$ cat src/include/rv_settings.svh
`ifndef RV_SETTINGS_SVH
`define RV_SETTINGS_SVH

// ====================================================================
// Datapath widths
// ====================================================================

`define RV_XLEN      32  // Data and address width
`define RV_REG_COUNT 32
`define RV_REG_IDX_W 5   // Register index width

// ====================================================================
// Memories
// ====================================================================

// Instruction memory depth in words, loaded through the program port
`define RV_IMEM_WORDS 64
`define RV_DMEM_WORDS 64  // Data memory depth in words

// ====================================================================
// Fetch
// ====================================================================

`define RV_RESET_PC 32'h0000_0000

`endif
$ cat src/design/rv_reg_file.sv
`timescale 1ns/1ps
`default_nettype none

`include "rv_settings.svh"

module rv_reg_file (
  input  logic                      clock,
  input  logic                      reset,
  input  logic [`RV_REG_IDX_W-1:0]  rs1_idx,
  input  logic [`RV_REG_IDX_W-1:0]  rs2_idx,
  output logic [`RV_XLEN-1:0]       rs1_val,
  output logic [`RV_XLEN-1:0]       rs2_val,
  input  logic                      wr_en,
  input  logic [`RV_REG_IDX_W-1:0]  wr_idx,
  input  logic [`RV_XLEN-1:0]       wr_data
);

  logic [`RV_XLEN-1:0] regs [`RV_REG_COUNT];

  always_ff @(posedge clock or posedge reset) begin
    if (reset) begin
      for (int i = 0; i < `RV_REG_COUNT; i++) begin
        regs[i] <= '0;
      end
    end else if (wr_en && wr_idx != '0) begin
      regs[wr_idx] <= wr_data;
    end
  end

  // x0 reads zero; a same-cycle write is bypassed to the reader
  assign rs1_val = (rs1_idx == '0)                 ? '0      :
                   (wr_en && wr_idx == rs1_idx)    ? wr_data : regs[rs1_idx];
  assign rs2_val = (rs2_idx == '0)                 ? '0      :
                   (wr_en && wr_idx == rs2_idx)    ? wr_data : regs[rs2_idx];

endmodule

`default_nettype wire

$ cat config.mk
export PLATFORM = sky130hd
export DESIGN_NAME = rv_reg_file
export DESIGN_NICKNAME = d
export VERILOG_FILES = /design/src/design/rv_reg_file.sv
export VERILOG_INCLUDE_DIRS = /design/src /design/src/include
export SDC_FILE = /design/constraint.sdc
export NUM_CORES = 2
export LEC_CHECK = 0
export ABC_AREA = 1
export BUFFER_PORTS_ARGS = -buffer_cell sky130_fd_sc_hd__buf_2
export CELL_PAD_IN_SITES_DETAIL_PLACEMENT = 0
export CELL_PAD_IN_SITES_GLOBAL_PLACEMENT = 1
export CORE_ASPECT_RATIO = 1.1
export CORE_MARGIN = 3
export CORE_UTILIZATION = 40
export CTS_CLUSTER_DIAMETER = 30
export DETAILED_ROUTE_END_ITERATION = 16
export PLACE_DENSITY_LB_ADDON = 0.1
export SLEW_MARGIN = 20
export SYNTH_ARGS = -nofsm -noshare
export SYNTH_HDL_FRONTEND = slang
export SYNTH_SLANG_ARGS = --single-unit
$ cat constraint.sdc
create_clock -name clock -period 30.7 [get_ports clock]
set_input_delay 3.07 -clock clock [delete_from_list [all_inputs] [get_ports clock]]
set_output_delay 3.07 -clock clock [all_outputs]
set_load 0.1 [all_outputs]
==> qor.csv <==
stage;metric;value;unit
routing;DR DRC count;0;
routing;vias per inst;5.668;
layout;cell area after layout;0.06974;mm2
timing;minimum clock period;12900;ps
synthesis;mapped cell area;0.05822;mm2
layout;area of the multi-input gates;0.02741;mm2
critical_path;CP Capture Type;output pin;
global_route;initial antenna violation count;7;
synthesis;register area share after synthesis;44.01;%
timing;Worst Max-Slew Pin Slew;1198;ps
critical_path;r2r worst-path depth;2;
timing;skew final;0;ps
run_status;status;completed;
pwr;peak supply drop;0.05206;mV
layout;Largest register FFs;1024;
timing;worst rel slew slack;20.16;%
critical_path;Crit Path Category;input port to output pin;
synthesis;most instantiated cells after synthesis;2621 x nand2_1, 1331 x o21ai_0, 1024 x dfrtp_1;
pwr;net switching share of the total power;28.71;%
critical_path;most used cell, CP;buf_4;
clock_network;CTS sink count;1024;
timing;worst setup margin;17800;ps
layout;storage element area;0.02562;mm2
layout;Largest regs;regs: 1024 flops;
synthesis;syn nets;8466;
die;core area;0.1443;mm2
critical_path;reg2reg end;regs[821];
routing;total number of vias;58649;
critical_path;Arr. time, crit path;9830;ps
critical_path;largest stage delay on the critical path;940;ps
critical_path;Worst Path Buf+Inv;8;
clock_network;CTS resizes;0;
clock_network;# Post-CTS Setup Buffers;0;
layout;area delta synth->final;19.79;%
synthesis;Main synth FF type;dfrtp_1;
run;maxcap violations;0;
timing;Fin. Hold Viols;0;
global_route;Congestion Overflow GR;0;
hold_path;hold wc startpoint;regs[1019];
layout;Final Util;48.33;%
routing;antenna viol nets, final;0;
clock_network;Clock Latency Late Sink;880;ps
clock_network;clock-pin transition on the worst setup and hold timing paths;40;ps
pwr;Leakage Power;33.50;nW
die;Die Y;406.1;um
pwr;Clk pwr share;54.8;%
clock_network;TritonCTS clock tree;built;
global_route;largest net degree at the start of global routing;167;
placed_design;pre-CTS setup slack;17850;ps
placed_design;dpl hpwl;129.3;mm
critical_path;Crit path max-delay family;buffers and inverters;
hold_path;Worst Hold Path Cells;0;
die;io pins;114;
critical_path;Crit-path slowest cell;buf_4;
critical_path;Critical Path RT;27630;ps
synthesis;most frequent cell after synthesis;nand2_1;
layout;Top reg by flops;regs;
critical_path;crit-path max FO;163;
clock_network;CTS Hold Buffers Added;0;
pwr;sequential share of power;30.2;%
global_route;global-route wire length before repair;370.9;mm
global_route;vias in the first global route;55949;
timing;FMAX;77.50;MHz
placed_design;dpl cell area;0.05930;mm2
routing;DRT Pass-1 Iters;5;
synthesis;ys async rst share;100.0;%
layout;Final nets;8253;
critical_path;RR Startpoint;regs[821];
routing;routed length per instance;24.13;um
clock_network;H-tree depth;5;
die;die area;0.1502;mm2
placed_design;I/O Buffers;113;
synthesis;Mean Syn Cell Area;6.918;um2
synthesis;Yosys cell types;28;
timing;Sum Neg Setup Slack;0;ps
pwr;PwrDens;84.22;mW/mm2
timing;RSZ-0062 raised after global routing;no;
clock_network;Root Buffer;clkbuf_16;
placed_design;routability congestion estimate;0.8152;
pwr;Logic pwr share;15.0;%
timing;worst hold slack;372.6;ps
placed_design;placed insts;9823;
die;die width;369.8;um
die;Starting Density;40.34;%
hold_path;Tightest Hold Check Type;flip-flop to flip-flop;
pwr;NetSw;1.687;mW
synthesis;area leader, netlist;dfrtp_1;
synthesis;Seq cells post-synth;1024;
routing;DRT iter0 DRCs;6636;
clock_network;cts bufs inserted;302;
timing;Final Max Slew Viols;0;
synthesis;Area contributors post-synth;dfrtp_1 44%, nand2_1 17%, o21ai_0 11%;
hold_path;WHS Endpoint;regs[1019];
critical_path;Worst setup SP type;input port;
pwr;Pint;4.187;mW
timing;final setup vio count;0;
routing;final WL;249.7;mm
layout;final cell count without fillers;10348;
critical_path;CP Cell Sequence;buf_8 > buf_12 > buf_4 > buf_4 > buf_4 > buf_4 > buf_4 > o21ai_0 > o21ai_0 > a21oi_1 > nand2_1 > nand2_1 > a21oi_1 > buf_2;
synthesis;Cells after Synth;8416;
timing;Tcrit/Tclk final;42.03;%
critical_path;reg2reg setup slack;29900;ps
synthesis;Post-synth EDFFs;0;
clock_network;Clock Path Buffers;4;
pwr;Power Total;5.874;mW
synthesis;top-area cell type share of the netlist area;44.01;%
layout;share of post-route cells with drive strength above 1;9.739;%
global_route;gr usage total;32.96;%
layout;fillers;14616;
synthesis;Yosys warnings;0;
die;Site Rows;146;
[cells in the final DEF (no fill, tap or decap), types with 3 or more instances in the layout]
master and n:
inv_8 3, inv_6 12, dfrtp_1 1024, clkbuf_1 29, clkinvlp_4 19, clkinv_4 4
o21ai_0 1331, buf_2 104, nand2_1 2621, clkbuf_8 63, o22ai_1 5, buf_4 97
diode_2 4, o211ai_1 219, inv_1 610, nor3_2 8, inv_2 11, o21ai_1 59
a21oi_1 304, nor2_1 389, nand2_4 25, bufinv_16 44, buf_8 4, buf_12 6
nor3_4 3, nand3_1 1004, nor2_4 6, clkinv_2 48, or2_2 48, clkbuf_16 305
[worst max-delay path by stage]
| stage | start | cells past startpoint | endpoint |
|---|---|---|---|
| global placement | rs1_idx[0] | 14 | rs1_val[27] |
| global route | rs1_idx[0] | 14 | rs1_val[27] |
| finish | rs1_idx[0] | 14 | rs1_val[27] |
| CTS | rs1_idx[0] | 14 | rs1_val[27] |
| floorplan | reset | 1 | regs[0] |
| detailed placement | rs1_idx[0] | 14 | rs1_val[27] |
[worst reg2reg max path, stage by stage, from the launching register on]
cell and delay (ps):
dfrtp_1 390, nand2_1 90, o21ai_0 140
[cell type report]
class / count / share of cell area (%)
repair buffers: 213 / 2.104
clock buffers: 397 / 12.34
diodes: 4 / 0.01435
multi-input cells: 6033 / 39.29
flip-flops and latches: 1024 / 36.74
well taps: 1924 / 3.452
inverters: 629 / 3.444
clock inverters: 124 / 2.608
[power by group through the flow]
stage	clock, mW	combinational (mW)	sequential (mW)
floorplan	0	0.667	1.75
global placement	0	0.860	1.78
detailed placement	0	0.874	1.79
CTS	3.25	0.877	1.77
global route	3.33	1.00	1.81
finish	3.22	0.879	1.78
[kinds of logic (layout without fill, tap and decap cells)]
logic type,count (synthesis),in the layout,share of synthesized area [%]
xor gates and xnor gates,2,2,0.03009
DFF,1024,1024,44.01
other,0,4,0
and+or+nand+nor,4113,4113,29.25
AOI/OAI and AO/OA,1918,1918,17.44
buffers and inverters,1359,1363,9.267
[metal layers]
metal	vias to the layer above	global-route usage [%]	part of all wire [%]
met5	-	0	0
met4	0	10.66	3.0
met3	421	5.930	8.2
met2	2612	51.64	45
met1	28593	46.12	44
li1	27023	-	-
No activity file was read; power rests on OpenSTA's default activity.
