File: src/include/rv_settings.svh
`ifndef RV_SETTINGS_SVH
`define RV_SETTINGS_SVH

// ====================================================================
// Datapath widths
// ====================================================================

`define RV_XLEN      32  // Data and address width
`define RV_REG_COUNT 32
`define RV_REG_IDX_W 5   // Register index width

// ====================================================================
// Memories
// ====================================================================

// Instruction memory depth in words, loaded through the program port
`define RV_IMEM_WORDS 64
`define RV_DMEM_WORDS 64  // Data memory depth in words

// ====================================================================
// Fetch
// ====================================================================

`define RV_RESET_PC 32'h0000_0000

`endif
File: src/design/rv_pkg.sv
`default_nettype none

`include "rv_settings.svh"

package rv_pkg;

  // Major opcodes of the supported subset
  typedef enum logic [6:0] {
    op_load  = 7'b0000011,
    op_imm   = 7'b0010011,
    op_auipc = 7'b0010111,
    op_store = 7'b0100011,
    op_reg   = 7'b0110011
  } opcode_e;

  typedef enum logic [2:0] {
    alu_add,
    alu_sub,
    alu_mul,
    alu_srl,
    alu_pass_b,
    alu_add_pc  // AUIPC, pc plus immediate
  } alu_op_e;

  typedef struct packed {
    logic                      valid;
    logic [`RV_XLEN-1:0]       pc;
    logic [`RV_XLEN-1:0]       instr;
  } fetch_t;

  typedef struct packed {
    logic                      valid;
    logic [`RV_XLEN-1:0]       pc;
    alu_op_e                   alu_op;
    logic [`RV_REG_IDX_W-1:0]  rs1;      // Zero when the source is unused
    logic [`RV_REG_IDX_W-1:0]  rs2;
    logic [`RV_XLEN-1:0]       rs1_val;
    logic [`RV_XLEN-1:0]       rs2_val;
    logic [`RV_XLEN-1:0]       imm;
    logic                      use_imm;
    logic [`RV_REG_IDX_W-1:0]  rd;
    logic                      reg_write;
    logic                      mem_read;
    logic                      mem_write;
  } decode_t;

  typedef struct packed {
    logic                      valid;
    logic [`RV_XLEN-1:0]       pc;
    logic [`RV_REG_IDX_W-1:0]  rd;
    logic                      reg_write;
    logic                      mem_read;
    logic                      mem_write;
    logic [`RV_XLEN-1:0]       result;   // ALU value or byte address
    logic [`RV_XLEN-1:0]       store_data;
  } exec_t;

  typedef struct packed {
    logic                      valid;
    logic [`RV_XLEN-1:0]       pc;
    logic [`RV_REG_IDX_W-1:0]  rd;
    logic                      reg_write;
    logic [`RV_XLEN-1:0]       data;
    logic                      mem_write;
    logic [`RV_XLEN-1:0]       addr;
    logic [`RV_XLEN-1:0]       store_data;
  } commit_t;

endpackage

`default_nettype wire

File: src/design/rv_fetch.sv
`timescale 1ns/1ps
`default_nettype none

`include "rv_settings.svh"

module rv_fetch import rv_pkg::*; (
  input  logic                               clock,
  input  logic                               reset,
  input  logic                               run,
  input  logic                               stall,
  input  logic                               prog_we,
  input  logic [$clog2(`RV_IMEM_WORDS)-1:0]  prog_addr,
  input  logic [`RV_XLEN-1:0]                prog_data,
  output fetch_t                             fetch
);

  localparam int IMEM_AW = $clog2(`RV_IMEM_WORDS);

  logic [`RV_XLEN-1:0] imem [`RV_IMEM_WORDS];
  logic [`RV_XLEN-1:0] pc;
  logic [`RV_XLEN-1:0] instr_word;
  logic                in_range;

  // Program load, only while the core is halted
  always_ff @(posedge clock) begin
    if (prog_we && !run) begin
      imem[prog_addr] <= prog_data;
    end
  end

  // Past the end of memory the core sees zero words, which decode drops
  assign in_range   = (pc[`RV_XLEN-1:2] < `RV_IMEM_WORDS);
  assign instr_word = in_range ? imem[pc[2 +: IMEM_AW]] : '0;

  always_ff @(posedge clock or posedge reset) begin
    if (reset) begin
      pc    <= `RV_RESET_PC;
      fetch <= '0;
    end else if (!run) begin
      fetch.valid <= 1'b0;  // Halted, feed bubbles
    end else if (!stall) begin
      fetch <= '{valid: 1'b1, pc: pc, instr: instr_word};
      pc    <= pc + 32'd4;
    end
  end

endmodule

`default_nettype wire

File: config.mk
export PLATFORM = sky130hd
export DESIGN_NAME = rv_fetch
export DESIGN_NICKNAME = d
export VERILOG_FILES = /design/src/design/rv_pkg.sv /design/src/design/rv_fetch.sv
export VERILOG_INCLUDE_DIRS = /design/src /design/src/include
export SDC_FILE = /design/constraint.sdc
export NUM_CORES = 2
export LEC_CHECK = 0
export ABC_AREA = 1
export BUFFER_PORTS_ARGS = -buffer_cell sky130_fd_sc_hd__buf_2
export CAP_MARGIN = 10
export CELL_PAD_IN_SITES_DETAIL_PLACEMENT = 1
export CELL_PAD_IN_SITES_GLOBAL_PLACEMENT = 1
export CORE_UTILIZATION = 55
export CTS_CLUSTER_SIZE = 40
export DETAILED_ROUTE_END_ITERATION = 10
export PLACE_DENSITY_LB_ADDON = 0.1
export SLEW_MARGIN = 40
export SYNTH_ARGS = -nofsm -noshare
export SYNTH_HDL_FRONTEND = slang
export SYNTH_SLANG_ARGS = --single-unit
File: constraint.sdc
create_clock -name clock -period 4.36 [get_ports clock]
set_input_delay 0.218 -clock clock [delete_from_list [all_inputs] [get_ports clock]]
set_output_delay 0.218 -clock clock [all_outputs]
set_load 0.02 [all_outputs]
==> impl_metrics.tcl <==
set metrics [dict create \
    switching_share 0.374 \
    internal_power_mw 37.4 \
    numCtsBuffers 214 \
    maxClockFrequency_ghz 0.301 \
    tightest_slew_ns 0.886 \
    crit_top_cell "nand2_1" \
    vias_per_cell 6.30 \
    post_cts_buffers 0 \
    finalClockSkew_ns 0.0333 \
    rows 144 \
    synth_area_per_cell_um2 11.9 \
    cp_slowest_cell "dfrtp_4" \
    root_buffer "clkbuf_16" \
    fin_util 0.623 \
    grt_antenna_before_repair 13 \
    gp_congestion 0.861 \
    synth_top_area_share 0.715 \
    yosys-top-cells-count "2,572 x nand2_1, 2,048 x edfxtp_1, 1,537 x nand3_1, 257 x buf_2, 154 x a21oi_1" \
    cp-endpoint "fetch[14]" \
    criticalPathCategory "reg -> reg" \
    grt_use_total 0.353 \
    synth-edff-count 2048 \
    reg2reg_to "fetch[14]" \
    initial_core_util 0.556 \
    hpwl_um 152000 \
    min_path_type "in -> reg" \
    cp_max_fo 158 \
    critical_path.max_stage_delay_ns 0.63 \
    h-tree-depth 4 \
    synth_seq_area_share 0.742 \
    setup_slack_ns 1.04 \
    route.vias.total 60200 \
    ys_types 35 \
    critPathLaunchType "register" \
    switchingPower_mw 22.4 \
    netlist_instances 7229 \
    min_period_ns 3.32 \
    crit_path_end_kind "register" \
    overflow 0 \
    synthArstFlopShare 0.0434 \
    fin_crit_sh 0.763 \
    ys_ff_latch 2141 \
    area_growth_pct 12.1 \
    leakage_nw 35.0 \
    clock_insertion_delay_worst_skew_ns 0.86 \
    drt_iter0_drc 6528 \
    drc 0 \
    worstReg2RegStart "pc[2]" \
    r2r_cells 12 \
    hold_viol_final 0 \
    ctsResizeCount 0 \
    slew_headroom 0.408 \
    portBuffers 105 \
    routed_wl_um 278000 \
    die_h_um 397 \
    p_per_area_mw_per_mm2 621 \
    vdd_drop_max_mv 0.681 \
    grt_pass1_vias 63000 \
    final.fill_count 15200 \
    outcome "finished clean" \
    cts_num_sinks 2141 \
    grt_max_degree 164 \
    clk_pin_slew_worst_paths_ns 0.06 \
    clockBufferDepth 3 \
    layout-drive-gt1-share 0.0907 \
    die_w_um 397 \
    cts_tree "done" \
    report.final.slew_viol_count 0 \
    worstPathRequired_ns 5.14 \
    p_clk_frac 0.296 \
    tns_ns 0 \
    synthTopCellsByArea "edfxtp_1 72%, nand2_1 11%, nand3_1 8.9%" \
    ys_warn_count 0 \
    critPathLaunch "pc[2]" \
    p_comb_frac 0.320 \
    dieArea_mm2 0.158 \
    seqPwrFrac 0.384 \
    drv_cap 0 \
    ys.flop_type "edfxtp_1" \
    path_cells "inv_16 > buf_4 > nand2_1 > nand3_1 > nand3_1 > nand3_1 > nand3_1 > nand2_1 > nand2_1 > nor2_1 > nand2_1 > nand2_1" \
    nets 7372 \
    yosysMostFrequentCell "nand2_1" \
    drt-wirelength-per-cell_um 29.1 \
    netlist_area_mm2 0.0860 \
    grt_pass1_wl_um 408000 \
    ff2ff_setup_slack_ns 1.04 \
    rsz0062_at_grt "no" \
    arrival_ns 4.11 \
    place_ws_ns 1.19 \
    antenna_left 0 \
    ioPinCount 108 \
    setup_viol 0 \
    yosys.area.top_type "edfxtp_1" \
    coreArea_mm2 0.155 \
    first_pass_iters 5 \
]
==> final cells by class <==
class	instances	area, µm²	area share
diodes	5	12.5	0.000130
clock buffers	271	5730	0.0594
clock inverters	124	877	0.00910
inverters	100	422	0.00438
multi-input cells	4547	20100	0.209
flip-flops and latches	2141	63800	0.662
well taps	2044	2560	0.0265
repair buffers	324	2780	0.0288
==> cells in the final DEF (no fill, tap or decap), types with 74 or more instances in the layout <==
cell / n
buf_2: 96
clkinv_1: 74
clkbuf_16: 220
edfxtp_1: 2048
nand3_1: 1530
a21oi_1: 154
buf_4: 166
nand2_1: 2571
inv_1: 89
dfrtp_1: 89
==> per-stage QoR <==
step                      instances  power [mW]  cell area [µm²]  hold WS (ns)
after detailed placement       9138        42.1            89500         0.334
final                          9556        59.8            96400        0.0435
after floorplan                7230        35.2            86000         0.317
after global routing           9551        62.0            96300        0.0375
after global placement         9128        41.4            89300         0.425
after CTS                      9551        59.8            96300       0.00782
==> state kept, by name, summed over array words and instances, names as in the netlist <==
signal	flops
imem	2048
fetch	63
pc	30
==> how the worst min path moves through the flow <==
stage / start / to / slack (ns) / depth (start not counted)
finish: prog_data[30] / imem[8][30] / 0.04 / 2
global route: prog_data[7] / imem[59][7] / 0.04 / 2
CTS: prog_data[7] / imem[59][7] / 0.008 / 2
detailed placement: reset / fetch[38] / 0.33 / 2
global placement: reset / fetch[64] / 0.42 / 2
floorplan: prog_data[0] / imem[0][0] / 0.32 / 0
==> layer usage <==
layer	GRT usage	wire length, µm
met5	0	99
met4	0.158	13000
met3	0.0551	23600
met2	0.580	134000
met1	0.466	107000
==> repair_timing <==
item / 4_1_cts / 5_1_grt
hold endpoints to repair: 682 / 0
hold buffers: 18 / 0
endpoints found under the setup margin: 0 / 0
==> power groups by stage <==
stage	Sequential, mW	Combinational (mW)	Clock [mW]
detailed placement	23.4	18.7	0
finish	23.0	19.2	17.7
global placement	23.4	18.0	0
CTS	23.0	19.0	17.8
global route	23.0	20.6	18.5
floorplan	23.2	12.0	0
==> critical path: cells and delay by family (launching register included) <==
kind                   cells  cell delay [ns]
buffers and inverters      2             0.79
DFF                        1             0.63
and+or+nand+nor           10             1.65
==> logic make-up after synthesis <==
| kind of cell | synth area share |
|---|---|
| simple gates | 0.213 |
| flops | 0.742 |
| buf+inv | 0.0294 |
| compound gates | 0.0125 |
| xor+xnor | 0.00265 |
| fa+ha+maj | 0.000146 |
| other cells | 0.0000436 |
(Power assumes the default switching activity.)
