$ cat config.mk
export PLATFORM = sky130hd
export DESIGN_NAME = rv_memory
export DESIGN_NICKNAME = d
export VERILOG_FILES = /design/src/design/rv_pkg.sv /design/src/design/rv_memory.sv
export VERILOG_INCLUDE_DIRS = /design/src /design/src/include
export SDC_FILE = /design/constraint.sdc
export NUM_CORES = 2
export LEC_CHECK = 0
export BUFFER_PORTS_ARGS = -buffer_cell sky130_fd_sc_hd__buf_2
export CAP_MARGIN = 20
export CORE_AREA = 2 2 705 356
export CTS_BUF_LIST = sky130_fd_sc_hd__clkbuf_8 sky130_fd_sc_hd__clkbuf_16
export DETAILED_ROUTE_END_ITERATION = 8
export DIE_AREA = 0 0 707 358
export PLACE_DENSITY = 0.6
export REMOVE_ABC_BUFFERS = 1
export SLEW_MARGIN = 5
export SYNTH_ARGS = -nofsm -noshare
export SYNTH_HDL_FRONTEND = slang
export SYNTH_SLANG_ARGS = --single-unit
$ cat constraint.sdc
create_clock -name clock -period 213.2 [get_ports clock]
set_input_delay 53.3 -clock clock [delete_from_list [all_inputs] [get_ports clock]]
set_output_delay 53.3 -clock clock [all_outputs]
set_load 0.05 [all_outputs]
$ cat src/include/rv_settings.svh
`ifndef RV_SETTINGS_SVH
`define RV_SETTINGS_SVH

// ====================================================================
// Datapath widths
// ====================================================================

`define RV_XLEN      32  // Data and address width
`define RV_REG_COUNT 32
`define RV_REG_IDX_W 5   // Register index width

// ====================================================================
// Memories
// ====================================================================

// Instruction memory depth in words, loaded through the program port
`define RV_IMEM_WORDS 64
`define RV_DMEM_WORDS 64  // Data memory depth in words

// ====================================================================
// Fetch
// ====================================================================

`define RV_RESET_PC 32'h0000_0000

`endif
$ cat src/design/rv_pkg.sv
`default_nettype none

`include "rv_settings.svh"

package rv_pkg;

  // Major opcodes of the supported subset
  typedef enum logic [6:0] {
    op_load  = 7'b0000011,
    op_imm   = 7'b0010011,
    op_auipc = 7'b0010111,
    op_store = 7'b0100011,
    op_reg   = 7'b0110011
  } opcode_e;

  typedef enum logic [2:0] {
    alu_add,
    alu_sub,
    alu_mul,
    alu_srl,
    alu_pass_b,
    alu_add_pc  // AUIPC, pc plus immediate
  } alu_op_e;

  typedef struct packed {
    logic                      valid;
    logic [`RV_XLEN-1:0]       pc;
    logic [`RV_XLEN-1:0]       instr;
  } fetch_t;

  typedef struct packed {
    logic                      valid;
    logic [`RV_XLEN-1:0]       pc;
    alu_op_e                   alu_op;
    logic [`RV_REG_IDX_W-1:0]  rs1;      // Zero when the source is unused
    logic [`RV_REG_IDX_W-1:0]  rs2;
    logic [`RV_XLEN-1:0]       rs1_val;
    logic [`RV_XLEN-1:0]       rs2_val;
    logic [`RV_XLEN-1:0]       imm;
    logic                      use_imm;
    logic [`RV_REG_IDX_W-1:0]  rd;
    logic                      reg_write;
    logic                      mem_read;
    logic                      mem_write;
  } decode_t;

  typedef struct packed {
    logic                      valid;
    logic [`RV_XLEN-1:0]       pc;
    logic [`RV_REG_IDX_W-1:0]  rd;
    logic                      reg_write;
    logic                      mem_read;
    logic                      mem_write;
    logic [`RV_XLEN-1:0]       result;   // ALU value or byte address
    logic [`RV_XLEN-1:0]       store_data;
  } exec_t;

  typedef struct packed {
    logic                      valid;
    logic [`RV_XLEN-1:0]       pc;
    logic [`RV_REG_IDX_W-1:0]  rd;
    logic                      reg_write;
    logic [`RV_XLEN-1:0]       data;
    logic                      mem_write;
    logic [`RV_XLEN-1:0]       addr;
    logic [`RV_XLEN-1:0]       store_data;
  } commit_t;

endpackage

`default_nettype wire

$ cat src/design/rv_memory.sv
`timescale 1ns/1ps
`default_nettype none

`include "rv_settings.svh"

module rv_memory import rv_pkg::*; (
  input  logic                      clock,
  input  logic                      reset,
  input  exec_t                     exec,
  output commit_t                   commit,
  output logic                      wr_en,
  output logic [`RV_REG_IDX_W-1:0]  wr_idx,
  output logic [`RV_XLEN-1:0]       wr_data
);

  localparam int DMEM_AW = $clog2(`RV_DMEM_WORDS);

  logic [`RV_XLEN-1:0] dmem [`RV_DMEM_WORDS];
  logic [DMEM_AW-1:0]  word_idx;
  logic [`RV_XLEN-1:0] load_data;
  commit_t             commit_next;

  assign word_idx  = exec.result[2 +: DMEM_AW];  // Word aligned access
  assign load_data = dmem[word_idx];

  // Write-through data memory, cleared so loads start from zero
  always_ff @(posedge clock or posedge reset) begin
    if (reset) begin
      for (int i = 0; i < `RV_DMEM_WORDS; i++) begin
        dmem[i] <= '0;
      end
    end else if (exec.valid && exec.mem_write) begin
      dmem[word_idx] <= exec.store_data;
    end
  end

  always_comb begin
    commit_next           = '0;
    commit_next.valid     = exec.valid;
    commit_next.pc        = exec.pc;
    commit_next.rd        = exec.rd;
    commit_next.reg_write = exec.reg_write;
    commit_next.mem_write = exec.mem_write;
    if (exec.mem_read) begin
      commit_next.data = load_data;
      commit_next.addr = exec.result;
    end else if (exec.mem_write) begin
      commit_next.addr       = exec.result;
      commit_next.store_data = exec.store_data;
    end else begin
      commit_next.data = exec.result;
    end
  end

  always_ff @(posedge clock or posedge reset) begin
    if (reset) begin
      commit <= '0;
    end else begin
      commit <= commit_next;
    end
  end

  // Write-back straight from the commit register
  assign wr_en   = commit.valid && commit.reg_write;
  assign wr_idx  = commit.rd;
  assign wr_data = commit.data;

endmodule

`default_nettype wire

==> metrics.md <==
| Metric | Value |
|---|---|
| Vert. Die Dim | around 360 um |
| Register Area | between 50,000 and 60,000 sq um |
| Placer congestion estimate | 0.764 |
| DRC Markers | 0 |
| Pins Over Slew Limit | 0 |
| Drt first pass iters | 7 |
| WL/cell | roughly 27 um |
| Max-Cap Viols | 0 |
| Relative slew slack | a little over a quarter |
| Largest net degree at the start of global routing | about 170 |
| Root buffer cell | clkbuf_16 |
| Remaining global-route overflow | 0 |
| Total number of vias | between 50,000 and 60,000 |
| Crit Path Max Fanout | 77 |
| Peak Freq | ~17 MHz |
| Setup-failing EPs final | 0 |
| Leakage | about 0.054 uW |
| CTS buffer count | roughly 220 |
| I/O pin count | 281 |
| Post-synthesis cell count | 7,105 |
| Sequential area share after synthesis | 55.6% |
| Unique masters post-synth | 37 |
| Filler Cells Inserted | roughly 22,000 |
| Seq cells post-synth | approximately 2,200 |
| Power Total | about 940 uW |
| Post-CTS Setup Inserts | 0 |
| Clk_skew | roughly 0.038 ns |
| Port Buffers | 280 |
| Initial Util | between 30 and 40% |
| Ys flop type | dfrtp_1 |
| Post-synth top area share | roughly 56% |
| Row cnt | about 130 |
| Antenna violations before repair | 21 |
| Core area | ~250,000 sq um |
| Sink Count | 2,184 |
| Critical Path Start Type | input pin |
| RSZ-0062 raised after global routing | no |
| Number of synthesis warnings | 0 |
| DRT iter0 DRCs | 5,314 |
| Share of cells above drive strength 1 | 36.8% |
| Async set or reset register ratio after synthesis | between 90% and 100% |
| WL final | between 200,000 and 300,000 um |
| Outcome | finished, final reports clean |
| Pwr/cell area | 8.60 nW/um^2 |
| Mapped Area | ~98,000 sq um |
| Post-detailed-route via-to-cell ratio | roughly 5.7 |
| CTS tree | built |
| Die width | 707 um |
| Clock H-tree levels | 4 |
| Crit path DAT | between 50 and 60 ns |
| Fin crit share | between 20% and 30% |
| Synth top cells by count | 2,184 x dfrtp_1, 1,765 x mux2_2, 960 x mux2i_1 |
| Critical Path RT | ~210 ns |
| EDFF count, synth | 0 |
| Min-delay worst type | flip-flop to flip-flop |
| Setup TNS | 0 ns |
| Area growth syn-to-layout | 11.0% |
| Worst-Margin Slew | ~1.1 ns |
| Top cells by area, synth | dfrtp_1 56%, mux2_2 20%, mux2i_1 9.8% |
| Peak supply drop | between 0.006 and 0.007 mV |
| Total Routing Usage GR | between 20 and 25% |
| Nets | just over 7,000 |
| Post-cts gate resize count | 0 |
| DRT antenna net count | 0 |
| Count leader, synth | dfrtp_1 |
| Worst-case clock buffer depth | 4 |
| Critical path class | input pin to flip-flop |
| First-pass GRT wire length | roughly 420,000 um |
| DIE AREA | 253,000 sq um |
| Post-layout minimum cycle time | 58.36 ns |
| Area leader, netlist | dfrtp_1 |
| Multi-input combinational cell area | 40,600 sq um |
| Worst setup EP type | flip-flop |
| HPWL after DPL | between 150,000 and 200,000 um |
| Register clock-pin slew on the reported worst setup and hold paths | 0.06 ns |
| Hold Vio Cnt, Final | 0 |
| Post-CTS Hold Buffers | 0 |
| Mean post-synth cell area | around 14 sq um |
| Vias in the first global route | 60,300 |
| Clk Latency, worst-skew pair | 0.87 ns |
## final timing paths
kind                               endpoint       start  depth (start not counted)  slack [ns]
min in group asynchronous         dmem[792]       reset                          2       52.57
max in group asynchronous         dmem[530]       reset                          7      155.99
worst max register to register   wr_data[8]  dmem[1096]                          5      210.71
worst min-delay path             dmem[1123]  dmem[1123]                          1        0.48
worst min register to register   dmem[1123]  dmem[1123]                          1        0.48
worst max-delay path            wr_data[16]    exec[34]                         12      154.84
## state kept, by name, summed over array words and instances (netlist names)
register,cells
wr_idx,5
commit,99
dmem,2048
wr_data,32
## layout by cell type (no fill, tap or decap), drive strengths merged, types with 2 or more instances in the layout
cell	count
a22oi	291
buf	456
clkbuf	275
nand2	174
clkinv	28
and2	36
nand3b	3
o21ai	94
bufinv	6
mux2	2048
dfrtp	2184
nand2b	2
a221oi	31
inv	63
nor2b	35
nand3	190
mux2i	960
nor2	69
mux4	32
diode	9
nand4	63
a21oi	93
o22ai	66
## worst max-delay path, stage by stage
cell and delay [ns]:
buf_12 0.42, buf_4 0.80, buf_4 0.79, buf_4 0.63, buf_4 0.82, buf_4 0.91, mux2i_1 0.28, o22ai_1 0.10
o21ai_0 0.35, nand4_1 0.16, o21ai_1 0.16, nand2_1 0.07
## stage by stage
step	hold slack, ns	std cells	area, sq um	worst slack (ns)	utilization, %
2_1_floorplan	0.452	6380	94800	98.19	-
3_3_place_gp	0.464	10100	102000	154.13	41.5
3_5_place_dp	0.472	10100	102000	154.07	41.5
4_1_cts	0.486	10500	109000	155.00	44.2
5_1_grt	0.494	10500	109000	154.69	44.3
6_report	0.483	10500	109000	154.84	44.3
## cell families after synthesis
| group | after synthesis | share of synthesized area [%] |
|---|---|---|
| buffers and inverters | 726 | 3.58 |
| AO/OA/AOI/OAI | 577 | 3.89 |
| flip-flops | 2184 | 55.6 |
| multiplexers | 3040 | 34.0 |
| AND/OR/NAND/NOR | 578 | 2.97 |
## where the power goes
part / internal [uW] / total [uW] / switching (uW)
Combinational: 42.0 / 100 / 57.9
Sequential: 448 / 464 / 16.6
Clock: 211 / 374 / 163
## metal layers
layer / global-route usage [%] / up-vias / routed length [um]
met5: 0 / - / 0
met2: 35.0 / 1443 / 129000
li1: - / 25500 / -
met4: 4.49 / 0 / 5590
met1: 32.9 / 32200 / 135000
met3: 3.76 / 342 / 17500
## area by class of cell
| cell class | instances | area share [%] |
|---|---|---|
| multi-input cells | 4195 | 37.2 |
| diodes | 9 | 0.0206 |
| inverters | 1 | 0.0103 |
| clock buffers | 275 | 5.71 |
| well taps | 3275 | 3.75 |
| clock inverters | 97 | 0.547 |
| repair buffers | 456 | 2.73 |
| flip-flops and latches | 2184 | 50.1 |
Power figures use the tool's default switching activity.
