==> src/include/rv_settings.svh <==
`ifndef RV_SETTINGS_SVH
`define RV_SETTINGS_SVH

// ====================================================================
// Datapath widths
// ====================================================================

`define RV_XLEN      32  // Data and address width
`define RV_REG_COUNT 32
`define RV_REG_IDX_W 5   // Register index width

// ====================================================================
// Memories
// ====================================================================

// Instruction memory depth in words, loaded through the program port
`define RV_IMEM_WORDS 64
`define RV_DMEM_WORDS 64  // Data memory depth in words

// ====================================================================
// Fetch
// ====================================================================

`define RV_RESET_PC 32'h0000_0000

`endif
==> src/design/rv_pkg.sv <==
`default_nettype none

`include "rv_settings.svh"

package rv_pkg;

  // Major opcodes of the supported subset
  typedef enum logic [6:0] {
    op_load  = 7'b0000011,
    op_imm   = 7'b0010011,
    op_auipc = 7'b0010111,
    op_store = 7'b0100011,
    op_reg   = 7'b0110011
  } opcode_e;

  typedef enum logic [2:0] {
    alu_add,
    alu_sub,
    alu_mul,
    alu_srl,
    alu_pass_b,
    alu_add_pc  // AUIPC, pc plus immediate
  } alu_op_e;

  typedef struct packed {
    logic                      valid;
    logic [`RV_XLEN-1:0]       pc;
    logic [`RV_XLEN-1:0]       instr;
  } fetch_t;

  typedef struct packed {
    logic                      valid;
    logic [`RV_XLEN-1:0]       pc;
    alu_op_e                   alu_op;
    logic [`RV_REG_IDX_W-1:0]  rs1;      // Zero when the source is unused
    logic [`RV_REG_IDX_W-1:0]  rs2;
    logic [`RV_XLEN-1:0]       rs1_val;
    logic [`RV_XLEN-1:0]       rs2_val;
    logic [`RV_XLEN-1:0]       imm;
    logic                      use_imm;
    logic [`RV_REG_IDX_W-1:0]  rd;
    logic                      reg_write;
    logic                      mem_read;
    logic                      mem_write;
  } decode_t;

  typedef struct packed {
    logic                      valid;
    logic [`RV_XLEN-1:0]       pc;
    logic [`RV_REG_IDX_W-1:0]  rd;
    logic                      reg_write;
    logic                      mem_read;
    logic                      mem_write;
    logic [`RV_XLEN-1:0]       result;   // ALU value or byte address
    logic [`RV_XLEN-1:0]       store_data;
  } exec_t;

  typedef struct packed {
    logic                      valid;
    logic [`RV_XLEN-1:0]       pc;
    logic [`RV_REG_IDX_W-1:0]  rd;
    logic                      reg_write;
    logic [`RV_XLEN-1:0]       data;
    logic                      mem_write;
    logic [`RV_XLEN-1:0]       addr;
    logic [`RV_XLEN-1:0]       store_data;
  } commit_t;

endpackage

`default_nettype wire

==> src/design/rv_decode.sv <==
`timescale 1ns/1ps
`default_nettype none

`include "rv_settings.svh"

module rv_decode import rv_pkg::*; (
  input  logic                      clock,
  input  logic                      reset,
  input  logic                      stall,
  input  fetch_t                    fetch,
  output logic [`RV_REG_IDX_W-1:0]  rs1_idx,
  output logic [`RV_REG_IDX_W-1:0]  rs2_idx,
  input  logic [`RV_XLEN-1:0]       rs1_val,
  input  logic [`RV_XLEN-1:0]       rs2_val,
  output decode_t                   decode
);

  logic [6:0]               opcode;
  logic [2:0]               funct3;
  logic [6:0]               funct7;
  logic [`RV_REG_IDX_W-1:0] rd;
  logic [`RV_REG_IDX_W-1:0] rs1;
  logic [`RV_REG_IDX_W-1:0] rs2;
  logic [`RV_XLEN-1:0]      imm_i;
  logic [`RV_XLEN-1:0]      imm_s;
  logic [`RV_XLEN-1:0]      imm_u;
  logic                     known;
  logic                     uses_rs1;
  logic                     uses_rs2;
  decode_t                  dec_next;

  // ==================================================================
  // Field extraction and immediates
  // ==================================================================

  assign opcode = fetch.instr[6:0];
  assign rd     = fetch.instr[11:7];
  assign funct3 = fetch.instr[14:12];
  assign rs1    = fetch.instr[19:15];
  assign rs2    = fetch.instr[24:20];
  assign funct7 = fetch.instr[31:25];

  assign imm_i = {{20{fetch.instr[31]}}, fetch.instr[31:20]};
  assign imm_s = {{20{fetch.instr[31]}}, fetch.instr[31:25], fetch.instr[11:7]};
  assign imm_u = {fetch.instr[31:12], 12'b0};

  // ==================================================================
  // Control decode
  // ==================================================================

  always_comb begin
    dec_next        = '0;
    dec_next.pc     = fetch.pc;
    dec_next.alu_op = alu_pass_b;
    dec_next.rd     = rd;
    known           = 1'b1;
    uses_rs1        = 1'b1;
    uses_rs2        = 1'b0;
    case (opcode)
      op_imm: begin
        dec_next.imm       = imm_i;  // SRLI takes shamt from imm[4:0]
        dec_next.use_imm   = 1'b1;
        dec_next.reg_write = 1'b1;
        if (funct3 == 3'b000) begin
          dec_next.alu_op = alu_add;
        end else if (funct3 == 3'b101 && funct7 == 7'b0000000) begin
          dec_next.alu_op = alu_srl;
        end else begin
          known = 1'b0;
        end
      end
      op_reg: begin
        uses_rs2           = 1'b1;
        dec_next.reg_write = 1'b1;
        case ({funct7, funct3})
          {7'b0000000, 3'b000}: dec_next.alu_op = alu_add;
          {7'b0100000, 3'b000}: dec_next.alu_op = alu_sub;
          {7'b0000001, 3'b000}: dec_next.alu_op = alu_mul;
          default:              known = 1'b0;
        endcase
      end
      op_load: begin
        dec_next.alu_op    = alu_add;
        dec_next.imm       = imm_i;
        dec_next.use_imm   = 1'b1;
        dec_next.reg_write = 1'b1;
        dec_next.mem_read  = 1'b1;
      end
      op_store: begin
        uses_rs2           = 1'b1;  // Store data
        dec_next.alu_op    = alu_add;
        dec_next.imm       = imm_s;
        dec_next.use_imm   = 1'b1;
        dec_next.mem_write = 1'b1;
      end
      op_auipc: begin
        uses_rs1           = 1'b0;
        dec_next.alu_op    = alu_add_pc;
        dec_next.imm       = imm_u;
        dec_next.use_imm   = 1'b1;
        dec_next.reg_write = 1'b1;
      end
      default: known = 1'b0;
    endcase

    dec_next.valid = fetch.valid && known;
    dec_next.rs1   = uses_rs1 ? rs1 : '0;
    dec_next.rs2   = uses_rs2 ? rs2 : '0;
    if (rd == '0 || !dec_next.valid) begin
      dec_next.reg_write = 1'b0;
    end
    if (!dec_next.valid) begin  // Bubble carries no side effects
      dec_next.mem_read  = 1'b0;
      dec_next.mem_write = 1'b0;
    end
  end

  // While stalled, re-read the held sources so a write retiring meanwhile is seen
  assign rs1_idx = stall ? decode.rs1 : dec_next.rs1;
  assign rs2_idx = stall ? decode.rs2 : dec_next.rs2;

  always_ff @(posedge clock or posedge reset) begin
    if (reset) begin
      decode <= '0;
    end else begin
      if (!stall) begin
        decode <= dec_next;
      end
      decode.rs1_val <= rs1_val;
      decode.rs2_val <= rs2_val;
    end
  end

endmodule

`default_nettype wire

==> config.mk <==
export PLATFORM = sky130hd
export DESIGN_NAME = rv_decode
export DESIGN_NICKNAME = d
export VERILOG_FILES = /design/src/design/rv_pkg.sv /design/src/design/rv_decode.sv
export VERILOG_INCLUDE_DIRS = /design/src /design/src/include
export SDC_FILE = /design/constraint.sdc
export NUM_CORES = 1
export LEC_CHECK = 0
export CAP_MARGIN = 0
export CORE_MARGIN = 3
export CORE_UTILIZATION = 30
export DETAILED_ROUTE_END_ITERATION = 16
export DONT_BUFFER_PORTS = 1
export MAX_ROUTING_LAYER = met4
export PLACE_DENSITY_LB_ADDON = 0.25
export SYNTH_ARGS = -nofsm -noshare
export SYNTH_HDL_FRONTEND = slang
export SYNTH_SLANG_ARGS = --single-unit
export TNS_END_PERCENT = 1
==> constraint.sdc <==
create_clock -name clock -period 5.1 [get_ports clock]
set_clock_uncertainty 0.05 [all_clocks]
set_input_delay 0.51 -clock clock [delete_from_list [all_inputs] [get_ports clock]]
set_output_delay 0.51 -clock clock [all_outputs]
set_load 0.02 [all_outputs]
==> results of run 1 <==
## path summary, 6_finish.rpt
check,to,slack [ps],start,cells after the start
max in group asynchronous,decode[122]$_DFFE_PP0N_,3660,reset,2
hold reg to reg,decode[40]$_DFFE_PP0N_,580,decode[40]$_DFFE_PP0N_,2
min in group clock,decode[95]$_DFF_PP0_,60,rs1_val[22],0
hold / removal,decode[81]$_DFF_PP0_,40,reset,1
setup / recovery,rs2_idx[3],2590,fetch[3],5
setup reg to reg,decode[110]$_DFFE_PP0N_,3950,decode[110]$_DFFE_PP0N_,2
## placed cells by master (no fill, tap or decap), types with 3 or more instances in the layout
cell       netlist  routed
a211o_1          4       4
a221o_1         13      13
a22o_1          13      13
a22oi_1          5       5
and2_1           3       3
clkbuf_16        0      17
clkinv_4         0       3
clkinv_8         0       5
dfrtp_1        151     151
inv_1            6       5
inv_6            0       3
inv_8            0       5
mux2_2          37      37
nand2_1         25      25
nand2b_1         4       4
nand3_1          3       3
nor2_1           4       4
nor3_1           9       8
o211ai_1         4       4
o21ai_0         18      18
## routing by layer
| metal | global-route usage, % | routed length, microns | up-vias |
|---|---|---|---|
| met3 | 7.38 | 1580 | 8 |
| met4 | 3.99 | 121 | 0 |
| met1 | 16.8 | 5100 | 1512 |
| met5 | - | 0 | - |
| met2 | 26.4 | 7820 | 171 |
| li1 | - | - | 1260 |
## power by group through the flow
stage	Combinational [uW]	Clock (uW)	Sequential (uW)
final	83.9	1250	1380
after CTS	87.0	1290	1380
after detailed placement	87.2	0	1400
after global routing	94.3	1340	1390
after floorplan	84.7	0	1390
after global placement	83.8	0	1410
## logic make-up (layout without fill, tap and decap cells)
family | count (synthesis) | after routing
flip-flops | 151 | 151
AO/OA/AOI/OAI | 69 | 69
buffers and inverters | 24 | 40
AND/OR/NAND/NOR | 62 | 62
adder cells (fa/ha/maj) | 1 | 1
multiplexers | 37 | 37
## per-stage QoR
| stage | power [uW] | util [%] |
|---|---|---|
| after floorplan | 1470 | - |
| after global placement | 1490 | 32.4 |
| after global routing | 2830 | 36.0 |
| final | 2710 | 36.0 |
| after detailed placement | 1490 | 32.4 |
| after CTS | 2760 | 36.0 |
## layout make-up
| type | count | area, sq um | area share [%] |
|---|---|---|---|
| Inverter | 6 | 27.5 | 0.457 |
| Clock buffer | 17 | 425 | 7.06 |
| Tap cell | 220 | 275 | 4.57 |
| Multi-Input combinational cell | 169 | 1330 | 22.0 |
| Sequential cell | 151 | 3780 | 62.7 |
| Clock inverter | 15 | 181 | 3.01 |
| Timing Repair Buffer | 2 | 15.0 | 0.249 |
==> metrics.md, run 1 <==
| Metric | Value |
|---|---|
| HP Class | in -> async |
| Synth Warn # | 0 |
| Max_cap viols | 0 |
| Period Utilization, post-route | 49.2% |
| CP Data Arrival Time | between 1500 and 2000 ps |
| Synth unique cells | 39 |
| Share of cells above drive strength 1 | 22.8% |
| Synth top area cells | dfrtp_1, mux2_2, a221o_1 |
| Die area | ~19,000 sq um |
| Max_slew headroom | 33.8% |
| Gr usage total | 15.7% |
| Worst path required time | 4540 ps |
| Synth Area in Compound Gates | between 10% and 20% |
| RSZ-0062 raised after global routing | false |
| Switching pwr | between 700 and 800 uW |
| WL per Instance | 25.2 microns |
| Setup bufs post-CTS | 0 |
| Largest register FFs | between 150 and 200 |
| Main combinational cell family by area after synthesis | compound AO/OA/AOI/OAI gates |
| First-pass GRT wire length | just over 20 mm |
| First-pass DRT Iterations | 4 |
| Depth of the CTS H-tree | 4 |
| Endpoint type of the worst setup path | output pin |
| CP delay by family, top | simple AND/OR/NAND/NOR gates |
| Area after DPL | about 5400 sq um |
| Vias in the first global route | 3,233 |
| Post-route cell area | 6030 sq um |
| Asr flop ratio synth | 100% |
| Commonest cells in the netlist | dfrtp_1, mux2_2, nand2_1 |
| Iter 0 DRT Violations | 110 |
| Slowest stage cell on the critical path | and2_1 |
| Top-count cell post-synth | dfrtp_1 |
| Clock share of power | 45.9% |
| Total Routed Length | 14.6 mm |
| Synth Cell Area | 5190 sq um |
| ANT nets after route | 0 |
| Comb power frac | ~3.1% |
| Place WS | around 2600 ps |
| CP startpoint kind | input port |
| Final setup fails | 0 |
| Placer Congestion | 0.776 |
| Routed vias/inst | ~5 |
| Post-Synth Simple-Gate Area | 6.53% |
| Clock Tree Buf Depth | 2 |
| Seq/Total Area, Yosys | 72.8% |
| Slew of the pin with the lowest slew margin | 990 ps |
| Fillers | roughly 1.6k |
| Leakage | 0.00261 uW |
| Die Y-Extent | around 140 microns |
| Adder-cell area share of the yosys netlist | less than 1% |
| Sequential share of power | 51.0% |
| CTS tree | yes |
| Via count | 2,951 |
| Max VDD drop | 205 uV |
| Cts repair resizes | 0 |
| Number of synthesized flops with an enable pin | 0 |
| Cts hold-fix bufs | 0 |
| Syn avg cell area | 15.1 sq um |
| Switch share | between 20% and 30% |
| TNS Setup | 0 ps |
| HPWL after detailed placement | 10.7 mm |
| Outcome | completed |
| Clock Sinks | 151 |
| Initial antenna violation count | 0 |
| Cell Int Power | 1960 uW |
| Die Span X | 138 microns |
| Critical path peak fanout | 20 |
| Clk pin slew, worst setup/hold paths | 70 ps |
| Top Registers | decode: 151 flops |
| Post-synthesis mux area share | about 8.0% |
| Area leader, netlist | dfrtp_1 |
| Total placed cells including tap cells | 548 |
| Final Critical Period | 2510 ps |
| Pwr Density | between 400 and 500 nW/um^2 |
| Worst-path cell chain | nand4bb_1 > buf_4 > nor3_1 > and2_1 > a22o_1 |
| Top-level port count | about 290 |
| Fin. Hold Viols | 0 |
| Yosys reg bits | 151 |
| Gr ovfl total | 0 |
| Largest net degree at the start of global routing | 110 |
| Share of the synthesized area in the top cell type | 72.8% |
| Hold_ws | about 45 ps |
| Port bufs | 0 |
| CP max stage delay | 430 ps |
| Initial Util | 31.0% |
| Fmax | 399 MHz |
| Syn nets | between 400 and 500 |
| Later-pin clock latency in the skew report | between 400 and 500 ps |
| Final worst setup slack | around 2600 ps |
| Total core area | 16,800 sq um |
| P&R area growth vs syn | 16.1% |
| Synth Flop Type | dfrtp_1 |
| Antenna cell count | 0 |
| Max Slew Vio Count | 0 |
| Xor-xnor portion of the synthesized cell area | 0% |
| Nets | 479 |
| CTS buffer count | 17 |
| Syn Inst Count | 344 |
| DRC | 0 |
| Setup Crit Path Kind | in -> out |
| Layout Cells excl Fill | 580 |
| Clk Tree Root Cell | clkbuf_16 |
| Top reg by flops | decode |
| Worst Path Buf+Inv | 1 |
| Row count | 47 |
Power figures use the tool's default switching activity.
==> run 2, diff against run 1 <==
==> constraint.sdc (replaced) <==
create_clock -name clock -period 2 [get_ports clock]
set_clock_uncertainty 0.05 [all_clocks]
set_input_delay 0.2 -clock clock [delete_from_list [all_inputs] [get_ports clock]]
set_output_delay 0.2 -clock clock [all_outputs]
set_load 0.02 [all_outputs]
==> metrics.md, run 2 <==
| Metric | Value |
|---|---|
| HPWL after detailed placement | approximately 10 mm |
| Cts hold-fix bufs | 120 |
| Port bufs | 0 |
| Cts repair resizes | 0 |
| Number of synthesized flops with an enable pin | 0 |
| Die Span X | 138 microns |
| Depth of the CTS H-tree | 4 |
| Error msg | [ERROR RSZ-0060] Max buffer count reached. |
| Synth Warn # | 0 |
| Commonest cells in the netlist | dfrtp_1, mux2_2, nand2_1 |
| CTS buffer count | 17 |
| Share of the synthesized area in the top cell type | 72.8% |
| Syn Inst Count | 344 |
| Row count | 47 |
| Initial Util | a little under a third |
| Top-level port count | around 290 |
| Clock Tree Buf Depth | 2 |
| Synth Cell Area | 5190 sq um |
| Placer Congestion | 0.796 |
| Top-count cell post-synth | dfrtp_1 |
| Synth Flop Type | dfrtp_1 |
| Clk Tree Root Cell | clkbuf_16 |
| Yosys reg bits | 151 |
| Synth top area cells | dfrtp_1, mux2_2, a221o_1 |
| Syn nets | ~480 |
| Syn avg cell area | around 15 sq um |
| Failed at | 4_1_cts |
| Clock Sinks | about 150 |
| Seq/Total Area, Yosys | 72.8% |
| Setup bufs post-CTS | 0 |
| Die Y-Extent | 138 microns |
| Synth unique cells | 39 |
| Outcome | did not finish |
| Area leader, netlist | dfrtp_1 |
| Asr flop ratio synth | 100% |
## run 2: per-stage QoR
stage | setup slack, ps | cell area, sq um | TNS (ps) | std cells | hold WS [ps]
2_1_floorplan | -153 | 5200 | -23100 | 344 | 181
3_5_place_dp | 253 | 5550 | 0 | 563 | 152
3_3_place_gp | 259 | 5550 | 0 | 563 | 146
## run 2: kinds of logic after synthesis
family | Yosys count | synth area share [%]
AOI/OAI and AO/OA | 69 | 10.7
muxes | 37 | 8.02
DFF | 151 | 72.8
adders and majority gates | 1 | 0.193
and+or+nand+nor | 62 | 6.53
buffers and inverters | 24 | 1.78
==> run 3, diff against run 2 <==
--- a/config.mk
+++ b/config.mk
@@ -8,11 +8,10 @@
 export LEC_CHECK = 0
 export CAP_MARGIN = 0
 export CORE_MARGIN = 3
-export CORE_UTILIZATION = 30
+export CORE_UTILIZATION = 20
 export DETAILED_ROUTE_END_ITERATION = 16
 export DONT_BUFFER_PORTS = 1
-export MAX_ROUTING_LAYER = met4
-export PLACE_DENSITY_LB_ADDON = 0.25
+export PLACE_DENSITY_LB_ADDON = 0.15
 export SYNTH_ARGS = -nofsm -noshare
 export SYNTH_HDL_FRONTEND = slang
 export SYNTH_SLANG_ARGS = --single-unit
==> constraint.sdc (replaced) <==
create_clock -name clock -period 2.6 [get_ports clock]
set_clock_uncertainty 0.05 [all_clocks]
set_input_delay 0.26 -clock clock [delete_from_list [all_inputs] [get_ports clock]]
set_output_delay 0.26 -clock clock [all_outputs]
set_load 0.02 [all_outputs]
==> metrics.md, run 3 (same netlist as run 1, synthesis figures left out) <==
| Metric | Value |
|---|---|
| Top Registers | decode: 151 flops |
| Initial Util | a little over 20% |
| Leakage | 0.00316 uW |
| Clock Sinks | ~150 |
| Slowest stage cell on the critical path | nor4b_2 |
| Gr usage total | 11.7% |
| Fillers | 2,564 |
| ANT nets after route | 0 |
| Die Y-Extent | approximately 170 microns |
| Commonest non-fill, non-tap cell in the layout | dfrtp_1 |
| Final worst setup slack | 620 ps |
| HP Class | in -> reg |
| First-pass GRT wire length | around 25 mm |
| Total Routed Length | around 17 mm |
| CTS tree | yes |
| Die area | 27,900 sq um |
| HPWL after detailed placement | 11.3 mm |
| Worst path required time | 2890 ps |
| CP delay by family, top | simple AND/OR/NAND/NOR gates |
| Via count | 3,504 |
| DRC | 0 |
| Largest register FFs | 151 |
| Max_cap viols | 0 |
| Setup bufs post-CTS | 0 |
| Total core area | between 20,000 and 30,000 sq um |
| Final setup fails | 0 |
| Antenna cell count | 0 |
| Period Utilization, post-route | 76.2% |
| P&R area growth vs syn | 44.5% |
| RSZ-0062 raised after global routing | false |
| Max VDD drop | approximately 290 uV |
| Worst-path cell chain | nand4bb_1 > buf_4 > nor4b_2 > a22oi_1 > dlygate4sd3_1 > o21ai_0 |
| Clock Tree Buf Depth | 2 |
| Endpoint type of the worst setup path | register |
| Initial antenna violation count | 0 |
| Top-level port count | just under 300 |
| Row count | 58 |
| Share of cells above drive strength 1 | 18.3% |
| Footprint of the multi-input gates | 1330 sq um |
| Top reg by flops | decode |
| CP Data Arrival Time | 2270 ps |
| Die Span X | approximately 170 microns |
| Clk Tree Root Cell | clkbuf_16 |
| Fmax | 505 MHz |
| Later-pin clock latency in the skew report | 410 ps |
| Final Critical Period | between 1500 and 2000 ps |
| Largest net degree at the start of global routing | 89 |
| Pwr Density | 734 nW/um^2 |
| TNS Setup | 0 ps |
| Clk pin slew, worst setup/hold paths | around 70 ps |
| Slew of the pin with the lowest slew margin | 829 ps |
| Max_slew headroom | 44.2% |
| Total placed cells including tap cells | about 670 |
| Critical path peak fanout | 19 |
| Cts hold-fix bufs | 126 |
| Outcome | completed |
| Nets | 612 |
| CTS buffer count | 17 |
| Placer Congestion | 0.706 |
| Storage cell area | 3780 sq um |
| First-pass DRT Iterations | 4 |
| WL per Instance | 20.3 microns |
| Gr ovfl total | 0 |
| Commonest cells after routing, fill and taps aside | dfrtp_1, dlygate4sd3_1, mux2_2 |
| Worst Path Buf+Inv | 2 |
| Max Slew Vio Count | 0 |
| CP startpoint kind | input port |
| Cts repair resizes | 0 |
| Place WS | 688 ps |
| Vias in the first global route | about 3.9k |
| Layout Cells excl Fill | slightly above 800 |
| Depth of the CTS H-tree | 4 |
| Fin. Hold Viols | 0 |
| CP max stage delay | 610 ps |
| Iter 0 DRT Violations | 122 |
| Port bufs | 0 |
| Routed vias/inst | about 4.3 |
| Setup Crit Path Kind | in -> reg |
-- run 3: cell type report --
cell class	instances	area share, %
inverters	6	0.350
clock inverters	15	2.14
clock buffers	17	5.67
repair buffers	135	18.3
flip-flops and latches	151	50.4
multi-input cells	169	17.7
well taps	330	5.50
-- run 3: per-stage QoR --
stage	utilization (%)	total power [uW]	cell area, sq um	hold WS (ps)
2_1_floorplan	-	2890	5200	241
3_3_place_gp	22.3	2940	5640	241
3_5_place_dp	22.3	2950	5640	241
4_1_cts	29.6	5630	7500	3.37
5_1_grt	29.6	5790	7500	7.15
6_report	29.6	5500	7500	30.5
-- run 3: per-layer routing --
| layer | vias up | track usage, % | share of wire, % |
|---|---|---|---|
| met3 | 13 | 5.59 | 9.8 |
| met1 | 1798 | 13.2 | 38 |
| met2 | 178 | 19.4 | 50 |
| met5 | - | 0 | 0 |
| met4 | 0 | 4.48 | 2.1 |
| li1 | 1515 | - | - |
-- run 3: final timing paths --
path / from / to / slack, ps / depth (start not counted)
max in group asynchronous: reset / decode[123]$_DFFE_PP0N_ / 1290 / 3
min reg2reg: decode[40]$_DFFE_PP0N_ / decode[40]$_DFFE_PP0N_ / 580 / 2
max: fetch[3] / decode[9]$_DFFE_PP0N_ / 620 / 6
max reg2reg: decode[112]$_DFFE_PP0N_ / decode[112]$_DFFE_PP0N_ / 1430 / 2
min: fetch[2] / decode[115]$_DFFE_PP0N_ / 30 / 2
min in group asynchronous: reset / decode[58]$_DFF_PP0_ / 410 / 2
-- run 3: report_power, final --
group	internal [uW]	switching, uW
clock network	1280	1150
registers	2470	239
logic	208	157
total	3960	1540
==> run 4, diff against run 3 <==
--- a/config.mk
+++ b/config.mk
@@ -6,6 +6,7 @@
 export SDC_FILE = /design/constraint.sdc
 export NUM_CORES = 1
 export LEC_CHECK = 0
+export ABC_AREA = 1
 export CAP_MARGIN = 0
 export CORE_MARGIN = 3
 export CORE_UTILIZATION = 20
==> constraint.sdc (replaced) <==
create_clock -name clock -period 1.8 [get_ports clock]
set_clock_uncertainty 0.05 [all_clocks]
set_input_delay 0.18 -clock clock [delete_from_list [all_inputs] [get_ports clock]]
set_output_delay 0.18 -clock clock [all_outputs]
set_load 0.02 [all_outputs]
==> metrics.md, run 4 <==
| Metric | Value |
|---|---|
| Commonest non-fill, non-tap cell in the layout | nand2_1 |
| Share of the synthesized area in the top cell type | 70.2% |
| Fin. Hold Viols | 0 |
| Placer Congestion | between 0.7 and 0.8 |
| Synth Warn # | 0 |
| Setup Crit Path Kind | in -> out |
| Top reg by flops | decode |
| RSZ-0062 raised after global routing | false |
| Hold endpoint | decode[115]$_DFFE_PP0N_ |
| DRC | 0 |
| Antenna cell count | 0 |
| Initial antenna violation count | 0 |
| Max_slew headroom | 45.1% |
| Share of cells above drive strength 1 | 10.8% |
| Row count | 59 |
| Synth top area cells | dfrtp_1, nand2_1, o21ai_0 |
| Synth Cell Area | 5380 sq um |
| Yosys reg bits | 151 |
| Die Y-Extent | 170 microns |
| ANT nets after route | 0 |
| Final Critical Period | 1540 ps |
| Slew of the pin with the lowest slew margin | ~820 ps |
| Vias in the first global route | 4,585 |
| WL per Instance | around 19 microns |
| Hold_ws | around 36 ps |
| Worst path required time | roughly 1600 ps |
| Total core area | between 20,000 and 30,000 sq um |
| Die Span X | 170 microns |
| Synth Flop Type | dfrtp_1 |
| R2R cell count | 3 |
| First-pass DRT Iterations | 5 |
| Cts repair resizes | 0 |
| Max_cap viols | 0 |
| Depth of the CTS H-tree | 4 |
| Leakage | 0.00376 uW |
| Asr flop ratio synth | 100% |
| HPWL after detailed placement | 12.3 mm |
| Port bufs | 0 |
| Clock Tree Buf Depth | 2 |
| Period Utilization, post-route | 85.6% |
| Final setup fails | 0 |
| HP Class | in -> reg |
| Critical path peak fanout | 3 |
| Syn nets | 640 |
| Initial Util | 20.5% |
| Largest register FFs | 151 |
| Setup bufs post-CTS | 0 |
| Hold path depth | 4 |
| Clk pin slew, worst setup/hold paths | approximately 70 ps |
| Syn Inst Count | 508 |
| Cts hold-fix bufs | 138 |
| Post-route cell area | 7870 sq um |
| CTS buffer count | 17 |
| Clk Tree Root Cell | clkbuf_16 |
| Seq/Total Area, Yosys | 70.2% |
| Later-pin clock latency in the skew report | 410 ps |
| Area leader, netlist | dfrtp_1 |
| Via count | 4,164 |
| Gr ovfl total | 0 |
| First-pass GRT wire length | around 28 mm |
| Area after DPL | 5850 sq um |
| Fillers | 2,701 |
| End of the worst register-to-register path | decode[14]$_DFFE_PP0N_ |
| Max Slew Vio Count | 0 |
| Number of synthesized flops with an enable pin | 0 |
| Outcome | completed |
| Nets | a little under 800 |
| Die area | 28,900 sq um |
| Max VDD drop | 529 uV |
| Clock Sinks | approximately 150 |
| Commonest cells in the netlist | nand2_1, dfrtp_1, o21ai_0 |
| Top Registers | decode: 151 flops |
| Syn avg cell area | 10.6 sq um |
| Top-count cell post-synth | nand2_1 |
| Largest net degree at the start of global routing | 152 |
| Top-level port count | 293 |
| Total Routed Length | 19.0 mm |
| Endpoint type of the worst setup path | output pin |
| Routed vias/inst | 4.13 |
| CP Data Arrival Time | 1310 ps |
| P&R area growth vs syn | 46.2% |
| Gr usage total | between 10% and 20% |
| Reg2reg setup slack | 360 ps |
| CTS tree | yes |
| Pwr Density | 1040 nW/um^2 |
| Commonest cells after routing, fill and taps aside | nand2_1, dfrtp_1, dlygate4sd3_1 |
| Total power | 8150 uW |
| Iter 0 DRT Violations | 243 |
| Synth unique cells | 25 |
| Fmax | 649 MHz |
| CP startpoint kind | input port |
| TNS Setup | 0 ps |
| FF-to-FF Start | decode[14]$_DFFE_PP0N_ |
| Hold_sp | fetch[30] |
## run 4: cells by family (layout without fill, tap and decap cells)
kind of cell,count (synthesis),after routing,synth area share [%]
AND/OR/NAND/NOR,266,266,20.8
buffers and inverters,45,211,3.44
AO/OA/AOI/OAI,46,46,5.53
flip-flops,151,151,70.2
## run 4: power by group
part           total (uW)  switching (uW)  internal (uW)
logic                 578             289            289
registers            3890             330           3560
clock network        3680            1780           1900
total                8150            2400           5750
## run 4: area by class of cell
class                      instances  area, sq um  share of cell area (%)
sequential                       151         3780                    48.0
inverter                          25         98.8                    1.26
multi-input combinational        312         1420                    18.0
clock buffer                      17          425                    5.40
clock inverter                    15          198                    2.51
tap                              335          419                    5.33
timing repair buffer             154         1530                    19.5
## run 4: through the flow
step                std cells  utilization, %  setup slack (ps)
finish                   1009            30.0               259
floorplan                 508               -              -333
CTS                      1009            30.0               240
detailed placement        839            22.3               340
global placement          839            22.3               353
global route             1009            30.0               173
## run 4: how the worst max path moves through the flow
stage	startpoint	endpoint	depth (start not counted)
4_1_cts	fetch[24]	rs2_idx[4]	4
2_1_floorplan	reset	decode[0]$_DFFE_PP0N_	1
3_3_place_gp	fetch[1]	rs1_idx[4]	6
5_1_grt	fetch[24]	rs2_idx[4]	4
3_5_place_dp	fetch[1]	decode[31]$_DFFE_PP0N_	8
6_report	fetch[24]	rs2_idx[4]	4
## run 4: layer usage
metal	routed length, microns	share of wire [%]	global-route usage, %
met5	0	0	0
met4	210	1.1	3.42
met3	1990	10	6.30
met2	9670	51	22.6
met1	7130	38	14.8
## run 4: worst max-delay path: stages
cell and delay [ps]:
dlygate4sd3_1 650, inv_1 60, o31ai_1 230, buf_4 190
